--- config.mk ---
export PLATFORM = sky130hd
export DESIGN_NAME = timer_regs_flat
export DESIGN_NICKNAME = d
export VERILOG_FILES = /design/src/design/soc_pkg.sv /design/src/design/mem_bus_if.sv /design/src/design/timer_regs.sv /design/src/flat_wrapper.sv
export VERILOG_INCLUDE_DIRS = /design/src /design/src/include
export SDC_FILE = /design/constraint.sdc
export NUM_CORES = 1
export LEC_CHECK = 0
export BUFFER_PORTS_ARGS = -buffer_cell sky130_fd_sc_hd__buf_2
export CAP_MARGIN = 20
export CORE_UTILIZATION = 30
export CTS_CLUSTER_DIAMETER = 60
export DETAILED_ROUTE_END_ITERATION = 10
export PLACE_DENSITY = 0.58
export SETUP_SLACK_MARGIN = 0.15
export SLEW_MARGIN = 10
export SYNTH_ARGS = -nofsm -noshare
export SYNTH_HDL_FRONTEND = slang
export SYNTH_SLANG_ARGS = --single-unit
--- constraint.sdc ---
create_clock -name clk_pll -period 2.69 [get_ports clk_pll]
set_input_delay 0.4035 -clock clk_pll [delete_from_list [all_inputs] [get_ports clk_pll]]
set_output_delay 0.4035 -clock clk_pll [all_outputs]
set_load 0.05 [all_outputs]
--- src/include/soc_consts.svh ---
`ifndef SOC_CONSTS_SVH
`define SOC_CONSTS_SVH

// address map, every base is aligned to its region size.
`define SOC_IRAM_BASE 32'h0000_0000
`define SOC_IRAM_SIZE 32'h0000_1000

`define SOC_DRAM_BASE 32'h0001_0000
`define SOC_DRAM_SIZE 32'h0000_1000

`define SOC_TIMER_BASE 32'h0002_0000
`define SOC_TIMER_SIZE 32'h0000_0040

// ram depths in 32-bit words.
`define SOC_IRAM_WORDS 1024
`define SOC_DRAM_WORDS 1024

// timer register byte offsets.
`define SOC_TMR_MTIME_LO 32'h0000_0000
`define SOC_TMR_MTIME_HI 32'h0000_0004
`define SOC_TMR_CMP_LO 32'h0000_0008
`define SOC_TMR_CMP_HI 32'h0000_000C
`define SOC_TMR_CTRL 32'h0000_0010

`endif

--- src/design/soc_pkg.sv ---
package soc_pkg;

  // where a request is sent, or whose response a master is waiting for.
  typedef enum logic [2:0] {
    TGT_IRAM  = 3'd0,
    TGT_DRAM  = 3'd1,
    TGT_TIMER = 3'd2,
    TGT_NONE  = 3'd4
  } target_e;

  // timer registers decoded from the word offset.
  typedef enum logic [2:0] {
    TREG_MTIME_LO = 3'd0,
    TREG_MTIME_HI = 3'd1,
    TREG_CMP_LO   = 3'd2,
    TREG_CMP_HI   = 3'd3,
    TREG_CTRL     = 3'd4,
    TREG_NONE     = 3'd7 // offset inside the region but unused.
  } timer_reg_e;

endpackage

--- src/design/mem_bus_if.sv ---
`timescale 1ns/1ns

interface mem_bus_if;
  logic        valid;
  logic        instr;
  logic [31:0] addr;
  logic [31:0] wdata;
  logic [3:0]  wstrb; // all zero means a read.
  logic [31:0] rdata;
  logic        ready; // one-cycle pulse, rdata valid in the same cycle.

  modport master (
    output valid,
    output instr,
    output addr,
    output wdata,
    output wstrb,
    input  rdata,
    input  ready
  );

  modport slave (
    input  valid,
    input  instr,
    input  addr,
    input  wdata,
    input  wstrb,
    output rdata,
    output ready
  );
endinterface

--- src/design/timer_regs.sv ---
`timescale 1ns/1ns
`include "soc_consts.svh"

module timer_regs (
  input  logic        clk_pll,
  input  logic        rst,
  mem_bus_if.slave    bus,
  input  logic [63:0] mtime_i,
  output logic [63:0] cmp_o,
  output logic        enable_o,
  output logic [7:0]  prescale_o
);

  soc_pkg::timer_reg_e reg_sel;
  logic [31:0]         ctrl_word;
  logic [31:0]         ctrl_new;
  logic [31:0]         rd_word;

  function automatic logic [31:0] merge(input logic [31:0] old, input logic [31:0] wdata,
                                        input logic [3:0] wstrb);
    logic [31:0] res;
    res = old;
    for (int b = 0; b < 4; b++) begin
      if (wstrb[b]) res[8*b +: 8] = wdata[8*b +: 8];
    end
    return res;
  endfunction

  always_comb begin
    case ({bus.addr[31:2], 2'b00})
      `SOC_TMR_MTIME_LO: reg_sel = soc_pkg::TREG_MTIME_LO;
      `SOC_TMR_MTIME_HI: reg_sel = soc_pkg::TREG_MTIME_HI;
      `SOC_TMR_CMP_LO:   reg_sel = soc_pkg::TREG_CMP_LO;
      `SOC_TMR_CMP_HI:   reg_sel = soc_pkg::TREG_CMP_HI;
      `SOC_TMR_CTRL:     reg_sel = soc_pkg::TREG_CTRL;
      default:           reg_sel = soc_pkg::TREG_NONE;
    endcase
  end

  assign ctrl_word = {16'h0, prescale_o, 7'h0, enable_o};
  assign ctrl_new  = merge(ctrl_word, bus.wdata, bus.wstrb);

  always_comb begin
    case (reg_sel)
      soc_pkg::TREG_MTIME_LO: rd_word = mtime_i[31:0];
      soc_pkg::TREG_MTIME_HI: rd_word = mtime_i[63:32];
      soc_pkg::TREG_CMP_LO:   rd_word = cmp_o[31:0];
      soc_pkg::TREG_CMP_HI:   rd_word = cmp_o[63:32];
      soc_pkg::TREG_CTRL:     rd_word = ctrl_word;
      default:                rd_word = 32'h0;
    endcase
  end

  always_ff @(posedge clk_pll) begin
    if (!rst) begin
      cmp_o      <= '1; // no interrupt until software sets a compare.
      enable_o   <= 1'b0;
      prescale_o <= 8'h0;
      bus.ready  <= 1'b0;
    end else begin
      bus.ready <= bus.valid;
      if (bus.valid) begin
        case (reg_sel)
          soc_pkg::TREG_CMP_LO: cmp_o[31:0]  <= merge(cmp_o[31:0], bus.wdata, bus.wstrb);
          soc_pkg::TREG_CMP_HI: cmp_o[63:32] <= merge(cmp_o[63:32], bus.wdata, bus.wstrb);
          soc_pkg::TREG_CTRL: begin
            enable_o   <= ctrl_new[0];
            prescale_o <= ctrl_new[15:8];
          end
          default: ; // mtime halves are read-only.
        endcase
      end
    end
  end

  always_ff @(posedge clk_pll) begin
    if (bus.valid) bus.rdata <= rd_word;
  end

endmodule

--- src/flat_wrapper.sv ---
// flat-port wrapper written by rule: the top's interface ports become plain ports
module timer_regs_flat 
  (clk_pll, rst, mtime_i, cmp_o, enable_o, prescale_o, bus_valid, bus_instr, bus_addr, bus_wdata, bus_wstrb, bus_rdata, bus_ready);
  mem_bus_if bus_i ();
  input  logic clk_pll;
  input  logic rst;
  input  logic [63:0] mtime_i;
  output logic [63:0] cmp_o;
  output logic enable_o;
  output logic [7:0] prescale_o;
  input wire logic [$bits(bus_i.valid)-1:0] bus_valid;
  input wire logic [$bits(bus_i.instr)-1:0] bus_instr;
  input wire logic [$bits(bus_i.addr)-1:0] bus_addr;
  input wire logic [$bits(bus_i.wdata)-1:0] bus_wdata;
  input wire logic [$bits(bus_i.wstrb)-1:0] bus_wstrb;
  output wire logic [$bits(bus_i.rdata)-1:0] bus_rdata;
  output wire logic [$bits(bus_i.ready)-1:0] bus_ready;
  assign bus_i.valid = bus_valid;
  assign bus_i.instr = bus_instr;
  assign bus_i.addr = bus_addr;
  assign bus_i.wdata = bus_wdata;
  assign bus_i.wstrb = bus_wstrb;
  assign bus_rdata = bus_i.rdata;
  assign bus_ready = bus_i.ready;
  timer_regs u_core (.clk_pll(clk_pll), .rst(rst), .bus(bus_i), .mtime_i(mtime_i), .cmp_o(cmp_o), .enable_o(enable_o), .prescale_o(prescale_o));
endmodule
; ---- Word-level counts from Yosys, hierarchy flattened
; Index checks and enable logic that the tools add are counted.
[op_classes]
eq_ne = 8
muxes = 2
reduce_logical = 12
[ops]
columns = cell, count
row1 = $pmux W32 S5, 1
row2 = $eq A30 B2 Y1 const B, 2
row3 = $eq A30 B1 Y1 const B, 1
row4 = $eq A30 B3 Y1 const B, 1
row5 = $logic_not A30 Y1, 1
row6 = $reduce_and A3 Y1, 10
row7 = $pmux W3 S5, 1
row8 = $eq A3 B2 Y1 const B, 2
row9 = $eq A3 B1 Y1 const B, 1
row10 = $eq A3 B3 Y1 const B, 1
row11 = $logic_not A3 Y1, 1
[word_totals]
ff_bits = 106
wordCells = 34

; ---- Depth between registers and ports, before layout
[depth]
word_depth = 4
depth_mapped = 6
depth_no_buf = 4

; ---- Worst setup path before layout
; Ideal clock, no wire load.
[synth_timing]
path_type = input to register
from = input port bus_addr[26]
to = register u_core.cmp_o[32]
setup_ps = 72
arrival_time_ps = 2036
required_ps = 2618
slack_ps = 582
path_stages = 5
path_buffers = 1
cell_sequence = nor4_2 nand4_4 buf_6 nor4_4 mux2i_1
[synth_via]
elab_chain_cells = 4
[synth_lines]
columns = element, line_no
row1 = "start, declared", flat_wrapper.sv:13  ; input wire logic [$bits(bus_i.addr)-1:0] bus_addr;
row2 = $eq A30 B3 Y1 (tied with other cells), timer_regs.sv:30  ; case ({bus.addr[31:2], 2'b00})
row3 = $pmux W3 S5 *, timer_regs.sv:30
row4 = $eq A3 B2 Y1 *, timer_regs.sv:63  ; case (reg_sel)
row5 = $reduce_and A3 Y1 (no source line) *, --
row6 = "end signal, assigned", timer_regs.sv:65  ; soc_pkg::TREG_CMP_HI: cmp_o[63:32] <= merge(cmp_o[63:32], bus.wdata, bus.wstrb);
row7 = "end, declared", timer_regs.sv:9  ; output logic [63:0] cmp_o,
; Mark *: on every way between the ends. The rest lies on a longest branch, timed or not.
; A chain may end at the register's enable or synchronous reset.

; ---- Worst setup path in the final report
[layout_timing]
from = input port bus_addr[7]
to = register u_core.bus.rdata[28], data pin
[layout_via]
elab_chain_cells = 4
[layout_lines]
columns = element, line_no
row1 = $eq A30 B3 Y1 (tied with other cells), timer_regs.sv:30
row2 = $pmux W3 S5 *, timer_regs.sv:30
row3 = $eq A3 B3 Y1 (tied with other cells), timer_regs.sv:44  ; case (reg_sel)
row4 = $pmux W32 S5 *, timer_regs.sv:44
row5 = named net u_core.rd_word[28], timer_regs.sv:17  ; logic [31:0] rd_word;
row6 = "end signal, assigned", timer_regs.sv:77  ; if (bus.valid) bus.rdata <= rd_word;
row7 = "end, declared", mem_bus_if.sv:28  ; output rdata,
; The timed path passes the listed nets; every way through them passes the cells marked *.

==> impl_metrics.yaml <==
drt:
  route.detailed.drc: 0
  postRouteWirelength_mm: 17.2
  drtAntennaViolNets: 0
  dr.pass1.iters: 5
  count_of_routing_violations_after_the_opening_detailed_route_iteration: 238
  wire_per_inst_um: 18.2
  route.detailed.vias_per_inst: 5.22
  vias: 4930
cts:
  cts_resized: 0
  cts_hold_repair.buffers: 0
  number_of_buffers_inserted_during_clock_tree_synthesis: 9
  worstSkewPairLatency_ns: 0.35
  ctsHtreeMaxLevel: 3
  cts-root-buf: "sky130_fd_sc_hd__clkbuf_16"
  cts_tree: "done"
  cts_setup_buffers: 0
  path_clk_slew_ns: 0.07
  numClockSinks: 106
  cts_buffer_depth: 2
synthesis:
  post_synth.cell_area_avg_sq_um: 10.7
  leading_post_synthesis_cells_by_instance_count: "sky130_fd_sc_hd__nor2_1, sky130_fd_sc_hd__mux2i_1, sky130_fd_sc_hd__dfxtp_1"
  syn_inst: 477
  mappedNetlistNets: 613
  synthMostInstantiatedCell: "sky130_fd_sc_hd__nor2_1"
  asyncSetResetFlopFracSynth_pct: 0
  ys_seq_elements: 106
  synth-edff-count: 32
  synth_warnings: 0
  synth.area.top_cells: "sky130_fd_sc_hd__dfxtp_1, sky130_fd_sc_hd__edfxtp_1, sky130_fd_sc_hd__mux2i_1, sky130_fd_sc_hd__nor2_1, sky130_fd_sc_hd__a221o_1"
  synth_top_cell_by_area: "sky130_fd_sc_hd__dfxtp_1"
  synth_area_sq_mm: 0.00512
  ys.flop_type: "sky130_fd_sc_hd__dfxtp_1"
  fraction_of_the_yosys_area_taken_by_sequential_cells_pct: 47.7
  synth_largest_type_area_fraction_pct: 28.9
  synth.distinct_cells: 32
finish:
  post_layout_nonfiller_instances: 945
  design.final.nets: 856
  diodes: 0
  drive_gt1_share_pct: 44.0
  area.growth.synth_to_final_pct: 37.2
floorplan:
  core.rowCount: 47
  design.portCount: 242
  floorplan.die.height_um: 133
  die_area_sq_mm: 0.0176
  initial_standard_cell_utilization_of_the_core_pct: 30.8
  chipWidth_um: 133
  core_area_sq_mm: 0.0166
critical_path:
  timing.critical_path.cells: "buf_2 -> or4b_1 -> or2_2 -> buf_4 -> nor4_1 -> a221o_1"
  worst_path_max_delay_cell: "sky130_fd_sc_hd__or4b_1"
  critical_path_arrival_ns: 2.31
  path_class: "in2reg"
  slowest_delay_ns: 0.53
  start_kind: "input port"
  cp-end-kind: "flop"
  timing.critical_path.fanout_max: 16
  cp_data_required_time_ns: 2.91
timing:
  finalClockSkew_ns: 0.00727
  maxSlewHeadroom_pct: 59.2
  timing.setup.tns_ns: 0
  hold_viol_final: 0
  tightestPinTransition_ns: 0.609
  min_period_ns: 2.09
  rsz_0062_raised_after_global_routing: "false"
  final_max_slew_viol_count: 0
  final_min_period_over_clock_period_pct: 77.8
  timing.final.setup_violations: 0
  max_clock_freq_mhz: 478
global_route:
  gr-total-overflow: 0
  wire_length_of_the_first_global_routing_pass_mm: 26.5
  global_route.usage.total_pct: 19.5
  via_count_of_the_first_global_routing_pass: 4955
  maximum_number_of_pins_on_one_net_before_global_route_repair: 106
  antenna_violations_before_repair: 1
placed_design:
  hpwlAfterDp_mm: 12.8
  dp_cells: 929
  number_of_port_buffers: 238
  finalWeightedCongestion: 0.841
power_and_ir_drop:
  p_int_w: 0.00269
  switching_power_w: 0.000816
  p_per_area_mw_per_mm2: 499
  power_leakage_nw: 2.81
  power_switching_share_pct: 23.3
  part_of_the_total_power_dissipated_in_the_clock_network_pct: 43.1
  combinational_share_of_power_pct: 9.6
  worst_ir_drop_vdd_mv: 0.283
  power_frac_seq_pct: 47.4
run_status:
  status: "complete, no violations"
worst_hold_path:
  min_path_type: "in2reg"
job:
  drv.max_cap_violation_count: 0
## state kept, by name, summed over array words and instances (netlist names)
name               count
u_core.enable_o        1
u_core.bus.ready       1
u_core.cmp_o          64
u_core.bus.rdata      32
u_core.prescale_o      8
## per-stage QoR
step | hold WS (ns) | power (W) | utilization, % | instance area [sq um] | setup slack [ns]
floorplan | 0.516 | 0.00186 | - | 5120 | 0.582
global placement | 0.467 | 0.00203 | 40.2 | 6690 | 0.286
detailed placement | 0.475 | 0.00203 | 40.2 | 6690 | 0.258
CTS | 0.270 | 0.00355 | 42.3 | 7030 | 0.633
global route | 0.289 | 0.00364 | 42.3 | 7030 | 0.477
finish | 0.288 | 0.00351 | 42.3 | 7030 | 0.597
## layout make-up
type                    count  area, sq um
clock buffers               9          225
inverters                   5         20.0
well taps                 220          275
fillers                  1618         9610
repair buffers            267         1420
multi-input cells         331         2530
flip-flops and latches    106         2440
clock inverters             7          115
## path summary, 6_finish.rpt
kind | startpoint | end | slack [ns] | cells past startpoint
max | bus_addr[7] | u_core.bus.rdata[28]$_DFFE_PP_ | 0.60 | 6
max reg2reg | u_core.cmp_o[42]$_SDFFE_PN1P_ | u_core.bus.rdata[10]$_DFFE_PP_ | 1.41 | 3
min | rst | u_core.bus.ready$_SDFF_PN0_ | 0.29 | 2
min reg2reg | u_core.prescale_o[6]$_SDFFE_PN0P_ | u_core.prescale_o[6]$_SDFFE_PN0P_ | 0.49 | 2
## layout by cell type, fill, tap and decap left out, drive strengths merged, types with 2 or more instances in the layout
master	instances
a21oi	9
dfxtp	74
a222oi	9
nor4b	4
o31ai	9
a221o	23
clkinv	4
mux2i	87
inv	4
and4	2
buf	267
mux2	18
bufinv	3
nand3	5
clkbuf	9
nor2	106
edfxtp	32
nand4	12
nor3	6
nor4	33
and2	3
## kinds of logic (layout without fill, tap and decap cells)
family	after synthesis	count (layout)	synth area share [%]
muxes	105	105	20.9
DFF	106	106	47.7
and+or+nand+nor	176	176	19.6
AOI/OAI and AO/OA	50	50	8.45
buffers and inverters	40	288	3.32
## worst max-delay path, delay by kind of cell
kind / cells / cell delay, ns
compound gates: 1 / 0.16
simple gates: 3 / 1.32
buf+inv: 2 / 0.40
## per-layer routing
metal | up-vias | GRT usage [%] | routed length (um)
met5 | - | 0 | 0
met1 | 2375 | 23.4 | 7250
met2 | 235 | 34.2 | 8550
met4 | 0 | 6.45 | 314
li1 | 2297 | - | -
met3 | 23 | 4.33 | 1060
## power groups by stage
stage          clock [W]  sequential [W]  combinational (W)
4_1_cts          0.00155         0.00166           0.000337
2_1_floorplan          0         0.00176           0.000101
5_1_grt          0.00162         0.00166           0.000358
3_3_place_gp           0         0.00170           0.000329
3_5_place_dp           0         0.00170           0.000335
6_report         0.00151         0.00166           0.000336
Note: power is estimated with default switching activity, not from simulation.
