## config.mk

```make
export PLATFORM = sky130hd
export DESIGN_NAME = timer_core
export DESIGN_NICKNAME = d
export VERILOG_FILES = /design/src/include/soc_consts.svh /design/src/design/timer_core.sv
export SDC_FILE = /design/constraint.sdc
export NUM_CORES = 1
export LEC_CHECK = 0
export BUFFER_PORTS_ARGS = -buffer_cell sky130_fd_sc_hd__buf_2
export CORE_UTILIZATION = 55
export CTS_BUF_LIST = sky130_fd_sc_hd__clkbuf_8
export DETAILED_ROUTE_END_ITERATION = 8
export PLACE_DENSITY = 0.8
export REMOVE_ABC_BUFFERS = 1
export SLEW_MARGIN = 25
export SYNTH_ARGS = -nofsm -noshare
export SYNTH_HDL_FRONTEND = slang
export SYNTH_SLANG_ARGS = --single-unit
```

## constraint.sdc

```tcl
create_clock -name clk_pll -period 3.2 [get_ports clk_pll]
set_input_delay 0.8 -clock clk_pll [delete_from_list [all_inputs] [get_ports clk_pll]]
set_output_delay 0.8 -clock clk_pll [all_outputs]
set_load 0.005 [all_outputs]
```

## src/include/soc_consts.svh

```systemverilog
`ifndef SOC_CONSTS_SVH
`define SOC_CONSTS_SVH

// address map, every base is aligned to its region size.
`define SOC_IRAM_BASE 32'h0000_0000
`define SOC_IRAM_SIZE 32'h0000_1000

`define SOC_DRAM_BASE 32'h0001_0000
`define SOC_DRAM_SIZE 32'h0000_1000

`define SOC_TIMER_BASE 32'h0002_0000
`define SOC_TIMER_SIZE 32'h0000_0040

// ram depths in 32-bit words.
`define SOC_IRAM_WORDS 1024
`define SOC_DRAM_WORDS 1024

// timer register byte offsets.
`define SOC_TMR_MTIME_LO 32'h0000_0000
`define SOC_TMR_MTIME_HI 32'h0000_0004
`define SOC_TMR_CMP_LO 32'h0000_0008
`define SOC_TMR_CMP_HI 32'h0000_000C
`define SOC_TMR_CTRL 32'h0000_0010

`endif

```

## src/design/timer_core.sv

```systemverilog
`timescale 1ns/1ns

module timer_core (
  input  logic        clk_pll,
  input  logic        rst,
  input  logic [63:0] cmp_i,
  input  logic        enable_i,
  input  logic [7:0]  prescale_i,
  output logic [63:0] mtime_o,
  output logic        irq_o
);

  logic [7:0] presc_q;
  logic       tick;

  // one tick every prescale_i+1 cycles.
  assign tick = enable_i && (presc_q >= prescale_i);

  always_ff @(posedge clk_pll) begin
    if (!rst) begin
      presc_q <= 8'h0;
      mtime_o <= 64'h0;
      irq_o   <= 1'b0;
    end else begin
      if (!enable_i || tick) begin
        presc_q <= 8'h0;
      end else begin
        presc_q <= presc_q + 8'd1;
      end
      if (tick) begin
        mtime_o <= mtime_o + 64'd1;
      end
      irq_o <= enable_i && (mtime_o >= cmp_i);
    end
  end

endmodule

```

### Word level (Yosys, flattened, before mapping)

Index checks and enable logic that the tools add are counted.

| word-level totals | value |
|---|---|
| register bits | 73 |
| logic and storage cells | 13 |

| operators by class | value |
|---|---|
| add/subtract/negate cells | 2 |
| reduce and logical (&&, ||, !) cells | 5 |
| order comparisons | 2 |
| bitwise logic cells | 1 |

Operators by type and width:

| cell | count |
|---|---|
| 64-bit by 1-bit adder with 64-bit output (second input constant) | 1 |
| 64-bit >= comparator | 1 |
| 8-bit by 1-bit adder with 8-bit output (second input constant) | 1 |
| 8-bit >= comparator | 1 |
| 1-bit logical AND | 2 |
| 2-bit OR reduction | 1 |
| 1-bit logical NOT | 1 |
| 1-bit logical OR | 1 |
| 1-bit inverter | 1 |

### Longest topological paths before layout

Gate-level depths: netlist of run 1.

| depth | value |
|---|---|
| depth after elaboration | 4 |
| mapped depth | 10 |
| mapped depth without buffers | 8 |

### Worst setup path after synthesis of run 1

OpenSTA, ideal clock, no wires.

| timing path | value |
|---|---|
| path type | input -> register |
| from | input port prescale_i[7] |
| to | register mtime_o[58] |
| data arrival time | 2.607 ns |
| buffers on the path | 2 |
| setup time | 0.132 ns |
| stages | 9 |
| data required time | 3.068 ns |
| slack | 0.461 ns |
| cells stage by stage | inv_1 -> ha_1 -> nand3_1 -> o31ai_1 -> clkbuf_1 -> nand4_1 -> clkbuf_1 -> o31ai_1 -> a21oi_1 |

| between the ends | value |
|---|---|
| longest elaborated chain between the ends | 2 |

Ends and longest elaborated chain:

| element | line | source |
|---|---|---|
| start, declared | timer_core.sv:8 | `input logic [7:0] prescale_i,` |
| 8-bit >= comparator | timer_core.sv:17 | `assign tick = enable_i && (presc_q >= prescale_i);` |
| 1-bit logical AND | timer_core.sv:17 |  |
| end signal, assigned | timer_core.sv:31 | `mtime_o <= mtime_o + 64'd1;` |
| end, declared | timer_core.sv:9 | `output logic [63:0] mtime_o,` |

Every way passes these cells.
A chain may end at the register's enable or synchronous reset.

### Worst setup path after layout of run 1

| timing path | value |
|---|---|
| from | input port prescale_i[7] |
| to | register mtime_o[62] |

The elaborated chain is that of the path after synthesis.

==> summary.md, run 1 <==
| Metric | Value |
|---|---|
| Final period utilization | `0.913` |
| DRT iter0 DRCs | `234` |
| Number of detailed-route iterations in the first pass | `5` |
| Final Setup Violations | `0` |
| Clock buffer depth | `2` |
| Headroom to the max-slew limit | `0.374` |
| Mapped Area | `5260 sq um` |
| Clock skew after layout | `11.7 ps` |
| Overall die height | `99.8 um` |
| Vias in the first global route | `5147` |
| Clock transition time at the flip-flop clock pins of the worst setup and hold paths | `80 ps` |
| CTS Root Cell | `clkbuf_8` |
| Number of antenna violations at the first check in global routing | `0` |
| Detailed Route WL | `13100 um` |
| Req. time, crit path | `3490 ps` |
| Slowest cell on the critical path | `or4_1` |
| Reg2Reg Launch Point | `presc_q[0]` |
| Largest net degree at the start of global routing | `32` |
| Worst-path cell chain | `buf_2 > inv_1 > ha_1 > nand3_1 > o31ai_2 > nand4_1 > or4_1 > a21oi_1` |
| Detail-routed via count per cell | `5.63` |
| H-tree lvl count | `3` |
| Relative area change from synthesis to final layout | `20.8%` |
| Power Dens Cells | `298 nW/um^2` |
| Vias after detailed routing | `5288` |
| Routability congestion estimate | `0.868` |
| Worst IR drop on VDD | `0.000179 V` |
| Syn Inst Count | `667` |
| #FFs+latches synth | `73` |
| Max_cap viols | `0` |
| Die width | `99.8 um` |
| Launch point of the worst path | `prescale_i[7]` |
| Row count | `35` |
| Endpoint arrival time on the critical path | `3210 ps` |
| Achievable clock frequency | `0.342 GHz` |
| Wire length of the first global-routing pass | `22400 um` |
| Number of ports placed on the die boundary | `140` |
| Count of distinct cell types in the synthesized netlist | `48` |
| Avg Synthesized Cell Area | `7.89 sq um` |
| P_leak | `0.00304 uW` |
| Area of the core region | `9240 sq um` |
| Crit. End Element | `flop` |
| Yosys warns | `0` |
| Setup TNS | `0 ps` |
| Pins Over Slew Limit | `0` |
| Predominant post-synthesis flop cell | `dfxtp_1` |
| Nets | `955` |
| Instance area at placement | `6120 sq um` |
| Crit-path max FO | `12` |
| Status | `finished, final reports clean` |
| Longest individual stage delay on the worst path | `610 ps` |
| TritonCTS clock tree | `yes` |
| Clk sink count | `73` |
| Sequential-to-total area share from yosys stat | `0.278` |
| Final worst path period need | `2920 ps` |
| Final Hold Fails | `0` |
| Post-route standard cell area excluding fillers | `6350 sq um` |
| Beginning of the worst hold path | `mtime_o[56]` |
| Share of synthesized flip-flops with an asynchronous set or reset | `0` |
| RSZ-0062 raised after global routing | `no` |
| Overall routing resource usage | `0.274` |
| Initial cell density of the core | `0.569` |
| Slew at the pin closest to its max-slew limit | `938 ps` |
| Leading cell types in the layout, fill and taps excluded | `139 x buf_2, 86 x inv_1, 74 x ha_1` |
| Critical Path Source Type | `primary input` |
| Worst setup path class | `primary input to flop` |
| Fraction of final layout cells with drive strength greater than 1 | `0.218` |
| Detailed placement HPWL | `10000 um` |
| I/O Buffers | `139` |
| Clock buffer count from CTS | `9` |
| EDFF count, synth | `0` |
| Clock insertion delay at the later pin of the skew report | `360 ps` |
| Global route total overflow | `0` |
| HP Class | `flop to flop` |
| Routed wire per std cell | `13.9 um` |
| Commonest non-fill, non-tap cell in the layout | `buf_2` |
| Antenna cells | `0` |
| Number of design rule violations left after detail routing | `0` |
| Post-route ant nets | `0` |
| Area of the die | `9960 sq um` |
==> metal layers <==
layer | GRT usage | part of all wire | routed length (um)
met3 | 0.0425 | 0.047 | 620
met1 | 0.336 | 0.44 | 5820
met4 | 0.110 | 0.022 | 286
met2 | 0.482 | 0.49 | 6360
met5 | 0 | 0 | 0
==> cell families (layout without fill, tap and decap cells) <==
group | after synthesis | after routing | synth area share
AO/OA/AOI/OAI | 112 | 112 | 0.132
AND/OR/NAND/NOR | 262 | 262 | 0.271
buffers and inverters | 106 | 250 | 0.0761
XOR/XNOR | 37 | 37 | 0.0616
multiplexers | 3 | 3 | 0.00571
flip-flops | 73 | 73 | 0.278
adder cells (fa/ha/maj) | 74 | 74 | 0.176
==> report_power, final <==
part           leakage (uW)  switching, uW  internal [uW]
Combinational       0.00234           81.1           70.4
Sequential         0.000588           2.02            909
Clock              0.000115            354            479
==> synth_stat cells (2+ instances only) <==
master    number  area share
or3_1         15       0.018
o21a_1         3      0.0043
o31ai_1        9       0.013
or4_1         15       0.021
nor4_1        16       0.019
a221oi_1       2      0.0033
dfxtp_1       73        0.28
o21ai_0       21       0.020
a21o_1         5      0.0071
nor4_2         4      0.0095
nor4b_2        2      0.0057
nor3_1         7      0.0067
inv_1         86       0.061
a21oi_1       47       0.045
nand3_1       35       0.033
a211oi_1       3      0.0043
and4_1         8       0.013
nand2b_1       8      0.0095
nor2b_1        2      0.0024
and2_1         3      0.0036
clkbuf_1      17       0.012
nand2_1       55       0.039
o31a_1         2      0.0033
nor4b_1        3      0.0050
o311ai_0       3      0.0050
nor2_1        52       0.037
xor2_1        11       0.018
and3_1         7      0.0083
o211ai_1       7       0.010
mux2i_1        3      0.0057
ha_1          74        0.18
xnor2_1       26       0.043
o41ai_1        3      0.0050
buf_2          2      0.0019
nand4_1       24       0.029
or2_2          2      0.0024
==> metrics by stage <==
step / hold slack (ps) / utilization / total power (uW) / setup WS [ps] / cells
floorplan: 448 / - / 1010 / -22.6 / 647
global placement: 481 / 0.662 / 1070 / -308 / 924
detailed placement: 503 / 0.662 / 1080 / -329 / 924
CTS: 521 / 0.688 / 1900 / 304 / 940
global route: 536 / 0.688 / 1970 / 105 / 940
finish: 517 / 0.688 / 1900 / 280 / 940
==> registers in the layout, indices dropped and copies added (netlist names) <==
signal   count
mtime_o     64
irq_o        1
presc_q      8
==> critical path, delay by kind of cell <==
| kind | cells | cell delay [ps] |
|---|---|---|
| fa+ha+maj | 1 | 280 |
| compound gates | 2 | 740 |
| simple gates | 3 | 1280 |
| buf+inv | 2 | 100 |
==> final timing paths <==
check / endpoint / slack, ps / cells after the start
worst max register to register: mtime_o[62] / 360 / 8
worst min-delay path: mtime_o[56] / 520 / 2
worst min register to register: mtime_o[56] / 520 / 2
worst max-delay path: mtime_o[62] / 280 / 8
==> what timing repair did <==
action,4_1_cts,5_1_grt
gates resized for setup,1,0
endpoints found under the setup margin,2,0
buffers inserted,0,0
hold buffers,0,0
==> layout make-up <==
cell class              count  area [sq um]
repair buffers            148           776
multi-input cells         488          3400
well taps                 129           161
inverters                  86           323
clock buffers              11           151
fillers                   812          2890
clock inverters             5          77.6
flip-flops and latches     73          1460
(Power assumes the default switching activity.)
==> inputs of run 2 (changes only) <==
--- a/config.mk
+++ b/config.mk
@@ -6,6 +6,7 @@
 export NUM_CORES = 1
 export LEC_CHECK = 0
 export BUFFER_PORTS_ARGS = -buffer_cell sky130_fd_sc_hd__buf_2
+export CORE_ASPECT_RATIO = 0.6
 export CORE_UTILIZATION = 55
 export CTS_BUF_LIST = sky130_fd_sc_hd__clkbuf_8
 export DETAILED_ROUTE_END_ITERATION = 8
==> run 2 against run 1 <==
Clock power grew 8.6%; power rose by 3.9%; first-iteration DRC count increased by 65%; utilization rose by 0.16 points.
==> summary.md, run 2 (same netlist as run 1, synthesis figures left out) <==
| Metric | Value |
|---|---|
| Fillcell total | `771 (-5.0%)` |
| Met3 usage in global routing | `0.0697 (+0.0272)` |
| Achievable clock frequency | `0.364 GHz (+6.4%)` |
| Clock buffer count from CTS | `9 (unchanged)` |
| Detail-routed via count per cell | `5.79 (+2.8%)` |
| Largest net degree at the start of global routing | `32 (unchanged)` |
| Worst setup path class | `primary input to flop` |
| Antenna cells | `0 (unchanged)` |
| HP Class | `flop to flop` |
| Vias after detailed routing | `5438 (+2.8%)` |
| Number of design rule violations left after detail routing | `0 (unchanged)` |
| Overall die height | `77.8 um (-22%)` |
| H-tree lvl count | `3 (unchanged)` |
| Pins Over Slew Limit | `0 (unchanged)` |
| Final design utilization | `0.689 (+0.00158)` |
| Footprint of the flip-flops and latches | `1460 sq um (unchanged)` |
| Endpoint arrival time on the critical path | `3010 ps (-200 ps)` |
| Setup Buffers After CTS | `0 (unchanged)` |
| Global route total overflow | `0 (unchanged)` |
| Clock buffer depth | `2 (unchanged)` |
| Headroom to the max-slew limit | `0.490 (+0.116)` |
| Routed wire per std cell | `15.7 um (+13%)` |
| Final Instance Count excl. Fillers | `940 (unchanged)` |
| Flip-flop count of the largest register, all copies and words added | `64 (unchanged)` |
| Most crowded layer after global routing | `met2` |
| Initial cell density of the core | `0.570 (+0.00108)` |
| DRT iter0 DRCs | `387 (+65%)` |
| Number of placed instances with taps included | `924 (unchanged)` |
| CTS Root Cell | `clkbuf_8` |
| Number of detailed-route iterations in the first pass | `5 (unchanged)` |
| Worst hold-check slack | `504 ps (-12.7 ps)` |
| Clock insertion delay at the later pin of the skew report | `370 ps (about the same)` |
| Req. time, crit path | `3460 ps (-30 ps)` |
| Setup TNS | `0 ps (unchanged)` |
| Final Setup Violations | `0 (unchanged)` |
| TritonCTS clock tree | `yes` |
| Final Hold Fails | `0 (unchanged)` |
| Final period utilization | `0.857 (-0.0551)` |
| Commonest non-fill, non-tap cell in the layout | `buf_2` |
| Row count | `27 (-23%)` |
| Clock transition time at the flip-flop clock pins of the worst setup and hold paths | `80 ps (about the same)` |
| Hold bufs inserted after CTS | `0 (unchanged)` |
| Slew at the pin closest to its max-slew limit | `764 ps (-174 ps)` |
| Routability congestion estimate | `0.847 (-2.4%)` |
| Clock skew after layout | `7.54 ps (-4.21 ps)` |
| Fraction of final layout cells with drive strength greater than 1 | `0.216 (-0.00220)` |
| RSZ-0062 raised after global routing | `no` |
| Pre-CTS setup slack | `109 ps (+438 ps)` |
| Met1 usage in global routing | `0.411 (+0.0751)` |
| Number of ports placed on the die boundary | `140 (unchanged)` |
| Power Dens Cells | `310 nW/um^2 (+3.9%)` |
| Resized cells post-CTS | `0 (-1)` |
| Relative area change from synthesis to final layout | `20.8% (about the same)` |
| Critical Path Source Type | `primary input` |
| Status | `finished, final reports clean` |
| Number of antenna violations at the first check in global routing | `0 (unchanged)` |
| Crit-path max FO | `1 (-11)` |
| Overall routing resource usage | `0.307 (+0.0326)` |
| Vias in the first global route | `5130 (-0.33%)` |
| Area taken by multi-input logic gates | `3400 sq um (-0.15%)` |
| Minimum setup slack in the final design | `456 ps (+176 ps)` |
| Detailed placement HPWL | `11300 um (+13%)` |
| Max_cap viols | `0 (unchanged)` |
| I/O Buffers | `139 (unchanged)` |
| Final worst path period need | `2740 ps (-176 ps)` |
| Biggest regs | `mtime_o (64), presc_q (8), irq_o (1)` |
| Area of the die | `9970 sq um (+0.12%)` |
| Wire length of the first global-routing pass | `24100 um (+7.8%)` |
| Die width | `128 um (+29%)` |
| Met2 Usage GRT | `0.484 (+0.00210)` |
| Register bank with the most flops | `mtime_o` |
| Leading cell types in the layout, fill and taps excluded | `139 x buf_2, 86 x inv_1, 74 x ha_1` |
| P_leak | `0.00305 uW (+0.15%)` |
| Detailed Route WL | `14800 um (+13%)` |
| Crit. End Element | `flop` |
| Post-route ant nets | `0 (unchanged)` |
| Nets | `954 (-0.10%)` |
| Clk sink count | `73 (unchanged)` |
| Worst IR drop on VDD | `0.000227 V (+27%)` |
| Area of the core region | `9220 sq um (-0.19%)` |
[run 2: cell count changes in the layout (fill, tap and decap cells not counted)]
| cell | previous run | this run |
|---|---|---|
| buf_4 | 8 | 7 |
| bufinv_16 | 2 | 3 |
| clkbuf_8 | 11 | 10 |
| clkinv_2 | 2 | 3 |
| clkinvlp_4 | 1 | 0 |
| o31ai_1 | 8 | 9 |
| o31ai_2 | 1 | 0 |
[run 2: per-layer routing]
metal	vias to the layer above	wire, um	part of all wire
li1	2661	-	-
met5	-	0	0
met1	2527	6800	0.46
met3	28	1080	0.073
met2	222	6670	0.45
met4	0	237	0.016
[run 2: path summary, 6_finish.rpt]
path | start | end | slack [ps] | cells past startpoint
worst max-delay path | cmp_i[0] | irq_o | 460 | 9
worst min-delay path | presc_q[0] | presc_q[0] | 500 | 1
worst max register to register | mtime_o[0] | irq_o | 490 | 9
worst min register to register | presc_q[0] | presc_q[0] | 500 | 1
[run 2: area by class of cell]
class                           instances  share of cell area
Clock buffer                           10              0.0217
Clock inverter                          6              0.0165
Inverter                               86              0.0508
Multi-Input combinational cell        488               0.535
Sequential cell                        73               0.230
Tap cell                              130              0.0256
Timing Repair Buffer                  147               0.121
[run 2: stage by stage]
| stage | total power [uW] | instance area (sq um) |
|---|---|---|
| after floorplan | 1010 | 5180 |
| after global placement | 1070 | 6110 |
| after detailed placement | 1080 | 6110 |
| after CTS | 1970 | 6360 |
| after global routing | 2040 | 6360 |
| final | 1970 | 6360 |
[run 2: critical path, cell delays in order]
cell       delay [ps]
buf_2             100
ha_1              270
nand2b_1          140
a2111oi_0         600
o32ai_1           170
nor4_1            480
buf_4             210
o31a_1            150
o22ai_1            90
[run 2: where the power goes]
part	internal, uW	switching, uW	total [uW]
combinational	68.4	85.2	154
sequential	909	1.92	911
clock	535	370	905
==> inputs of run 3 (changes only) <==
--- a/config.mk
+++ b/config.mk
@@ -5,12 +5,13 @@
 export SDC_FILE = /design/constraint.sdc
 export NUM_CORES = 1
 export LEC_CHECK = 0
+export ABC_AREA = 1
 export BUFFER_PORTS_ARGS = -buffer_cell sky130_fd_sc_hd__buf_2
 export CORE_ASPECT_RATIO = 0.6
-export CORE_UTILIZATION = 55
+export CORE_UTILIZATION = 58
 export CTS_BUF_LIST = sky130_fd_sc_hd__clkbuf_8
 export DETAILED_ROUTE_END_ITERATION = 8
-export PLACE_DENSITY = 0.8
+export PLACE_DENSITY = 0.81
 export REMOVE_ABC_BUFFERS = 1
 export SLEW_MARGIN = 25
 export SYNTH_ARGS = -nofsm -noshare
==> run 3 against run 2 <==
First-iteration DRC count rose by 63%; synthesized cell count rose by 59%; wire length rose by 32%; setup slack improved by 340 ps; design area rose by 20%; non-clock buffer count fell by 4; fmax rose by 14%; hold slack got worse by 29 ps; area after synthesis rose by 25%; utilization rose by 1.8 points; critical path type unchanged; largest cell class unchanged.
==> summary.md, run 3 <==
| Metric | Value |
|---|---|
| Status | `finished, final reports clean` |
| Clock insertion delay at the later pin of the skew report | `360 ps (about the same)` |
| Antenna cells | `0 (unchanged)` |
| TritonCTS clock tree | `yes` |
| Clk sink count | `73 (unchanged)` |
| P_leak | `0.00372 uW (+22%)` |
| Number of antenna violations at the first check in global routing | `0 (unchanged)` |
| Sequential-to-total area share from yosys stat | `0.222 (-0.0554)` |
| Worst setup path class | `primary input to flop` |
| Critical Path Source Type | `primary input` |
| Number of detailed-route iterations in the first pass | `5 (unchanged)` |
| Internal reg-to-reg setup slack | `910 ps (+420 ps)` |
| Fraction of final layout cells with drive strength greater than 1 | `0.175 (-0.0414)` |
| Switching Power | `453 uW (-0.96%)` |
| Switch share | `0.241 (+0.00839)` |
| Endpoint arrival time on the critical path | `2700 ps (-310 ps)` |
| CTS Root Cell | `clkbuf_8` |
| Launch point of the worst path | `prescale_i[7]` |
| Relative area change from synthesis to final layout | `16.0%` |
| Number of ports placed on the die boundary | `140 (unchanged)` |
| DRT iter0 DRCs | `629 (+63%)` |
| Routed wire per std cell | `14.7 um (-6.8%)` |
| Synth top area share | `0.222 (-0.0554)` |
| Largest net degree at the start of global routing | `61 (+91%)` |
| Sequential Power Share | `0.484 (+0.022)` |
| Pins Over Slew Limit | `0 (unchanged)` |
| Headroom to the max-slew limit | `0.366 (-0.123)` |
| Predominant post-synthesis flop cell | `dfxtp_1` |
| Vias in the first global route | `6127 (+19%)` |
| HP Class | `flop to flop` |
| Parity-gate share of the synthesized area counting xor and xnor cells | `0.0453 (-0.0163)` |
| Routability congestion estimate | `0.959 (+13%)` |
| Nets | `1342 (+41%)` |
| Biggest regs | `mtime_o (64), presc_q (8), irq_o (1)` |
| R2r worst-path depth | `10 (+1)` |
| Setup Buffers After CTS | `0 (unchanged)` |
| Top-count cell post-synth | `nand2_1` |
| Share of synthesized flip-flops with an asynchronous set or reset | `0 (unchanged)` |
| EDFF count, synth | `0 (unchanged)` |
| Hold bufs inserted after CTS | `0 (unchanged)` |
| I/O Buffers | `139 (unchanged)` |
| Reg2Reg Launch Point | `mtime_o[0]` |
| Vias after detailed routing | `7149 (+31%)` |
| Pre-CTS setup slack | `429 ps (+320 ps)` |
| Die width | `139 um (+8.7%)` |
| Post-route ant nets | `0 (unchanged)` |
| Row count | `29 (+7.4%)` |
| Clock buffer count from CTS | `9 (unchanged)` |
| Most instantiated cells after synthesis | `322 x nand2_1, 150 x inv_1, 119 x nor2_1` |
| Critical path buffers and inverters | `4 (+2)` |
| Global route total overflow | `0 (unchanged)` |
| Wire length of the first global-routing pass | `31400 um (+30%)` |
| Slowest cell on the critical path | `buf_4` |
| Achievable clock frequency | `0.417 GHz (+14%)` |
| Worst IR drop on VDD | `0.000220 V (-3.0%)` |
| Commonest non-fill, non-tap cell in the layout | `nand2_1` |
| Area of the core region | `10800 sq um (+17%)` |
| Longest individual stage delay on the worst path | `510 ps (-90 ps)` |
| Clock skew after layout | `8.09 ps (+0.552 ps)` |
| Crit. End Element | `flop` |
| Clock power share | `0.437 (-0.023)` |
| Main area contributors after synthesis | `dfxtp_1 22%, nand2_1 18%, ha_1 14%, inv_1 8.6%, nor2_1 6.8%` |
| CP top delay family | `simple AND/OR/NAND/NOR gates` |
| Minimum setup slack in the final design | `800 ps (+344 ps)` |
| Crit-path max FO | `60 (+59)` |
| Worst Hold Path Cells | `1 (unchanged)` |
| Setup TNS | `0 ps (unchanged)` |
| Fraction of synthesized area in multiplexers | `0 (-0.00571)` |
| Detailed Route WL | `19600 um (+32%)` |
| Post-synthesis compound-gate area fraction | `0.0969 (-0.0348)` |
| Detailed placement HPWL | `15900 um (+40%)` |
| Portion of total power attributed to combinational logic | `0.079 (about the same)` |
| Overall routing resource usage | `0.342 (+0.0350)` |
| R2r endpoint | `mtime_o[62]` |
| Detail-routed via count per cell | `5.35 (-7.5%)` |
| RSZ-0062 raised after global routing | `no` |
| H-tree lvl count | `3 (unchanged)` |
| Initial cell density of the core | `0.610 (+0.0393)` |
| Leading cell types in the layout, fill and taps excluded | `321 x nand2_1, 150 x inv_1, 139 x buf_2` |
| Worst-path cell chain | `buf_2 > inv_1 > ha_1 > nand2_1 > inv_1 > nor2_1 > o21a_1 > nand3_1 > nand2_2 > buf_4 > nor2_1 > nand2_1 > nand2_1 > nor2_1` |
| Final period utilization | `0.750 (-0.107)` |
| Hold Path End | `presc_q[0]` |
| Internal Dissipation | `1430 uW (-5.5%)` |
| Avg Synthesized Cell Area | `6.21 sq um (-21%)` |
| Final Hold Fails | `0 (unchanged)` |
| Beginning of the worst hold path | `presc_q[0]` |
| Area share of fa/ha/maj cells after synthesis | `0.141 (-0.0351)` |
| Syn Inst Count | `1058 (+59%)` |
| Yosys warns | `0 (unchanged)` |
| Clock buffer depth | `2 (unchanged)` |
| Number of design rule violations left after detail routing | `0 (unchanged)` |
| Final Setup Violations | `0 (unchanged)` |
| #FFs+latches synth | `73 (unchanged)` |
| Flip-flop count of the largest register, all copies and words added | `64 (unchanged)` |
| Final worst path period need | `2400 ps (-344 ps)` |
| Power Dens Cells | `247 nW/um^2 (-20%)` |
| Overall die height | `84.4 um (+8.6%)` |
| Req. time, crit path | `3500 ps (+40 ps)` |
| Clock transition time at the flip-flop clock pins of the worst setup and hold paths | `70 ps (about the same)` |
| Cell type with the highest aggregate area in the netlist | `dfxtp_1` |
| Max_cap viols | `0 (unchanged)` |
| Area of the die | `11800 sq um (+18%)` |
| Slew at the pin closest to its max-slew limit | `949 ps (+185 ps)` |
| Dominant combinational cell family by area after synthesis | `simple AND/OR/NAND/NOR gates` |
| Count of distinct cell types in the synthesized netlist | `34 (-29%)` |
| Mapped Area | `6570 sq um (+25%)` |
| Simple logic cell fraction of the synthesized area | `0.392 (+0.121)` |
| Register bank with the most flops | `mtime_o` |
| Resized cells post-CTS | `0 (unchanged)` |
## run 3: how the worst max path moves through the flow
| stage | cells after the start | endpoint | slack (ps) |
|---|---|---|---|
| 2_1_floorplan | 11 | mtime_o[10] | -320 |
| 3_3_place_gp | 13 | mtime_o[36] | 530 |
| 3_5_place_dp | 14 | mtime_o[36] | 430 |
| 4_1_cts | 14 | mtime_o[36] | 800 |
| 5_1_grt | 13 | mtime_o[38] | 600 |
| 6_report | 14 | mtime_o[36] | 800 |
## run 3: cell type report
class                           count  area, sq um
Clock inverter                      5         80.1
Sequential cell                    73         1460
Fill cell                        1001         3160
Inverter                          156          588
Multi-Input combinational cell    810         4440
Tap cell                          139          174
Timing Repair Buffer              143          738
Clock buffer                       10          138
## run 3: kinds of logic (layout without fill, tap and decap cells)
| kind of cell | count (synthesis) | in the layout |
|---|---|---|
| buffers and inverters | 175 | 314 |
| XOR/XNOR | 34 | 34 |
| adder cells (fa/ha/maj) | 74 | 74 |
| AO/OA/AOI/OAI | 123 | 123 |
| AND/OR/NAND/NOR | 579 | 579 |
| flip-flops | 73 | 73 |
## run 3: layer usage
metal,track usage,wire length (um),vias up
met5,0,0,-
met4,0.0646,145,0
met3,0.0627,2090,16
met2,0.476,7330,351
met1,0.535,10000,3146
li1,-,-,3636
## run 3: power groups by stage
stage	sequential (uW)	combinational, uW	clock, uW
2_1_floorplan	931	79.0	0
6_report	910	149	824
3_3_place_gp	932	143	0
4_1_cts	910	149	822
3_5_place_dp	932	148	0
5_1_grt	911	173	861
## run 3: through the flow
step | util | hold WS (ps) | power [uW] | std cells | area (sq um)
after floorplan | - | 430 | 1010 | 1039 | 6490
after global placement | 0.687 | 447 | 1070 | 1321 | 7400
after detailed placement | 0.687 | 455 | 1080 | 1321 | 7400
after CTS | 0.707 | 471 | 1880 | 1336 | 7620
after global routing | 0.707 | 490 | 1940 | 1336 | 7620
final | 0.707 | 475 | 1880 | 1336 | 7620
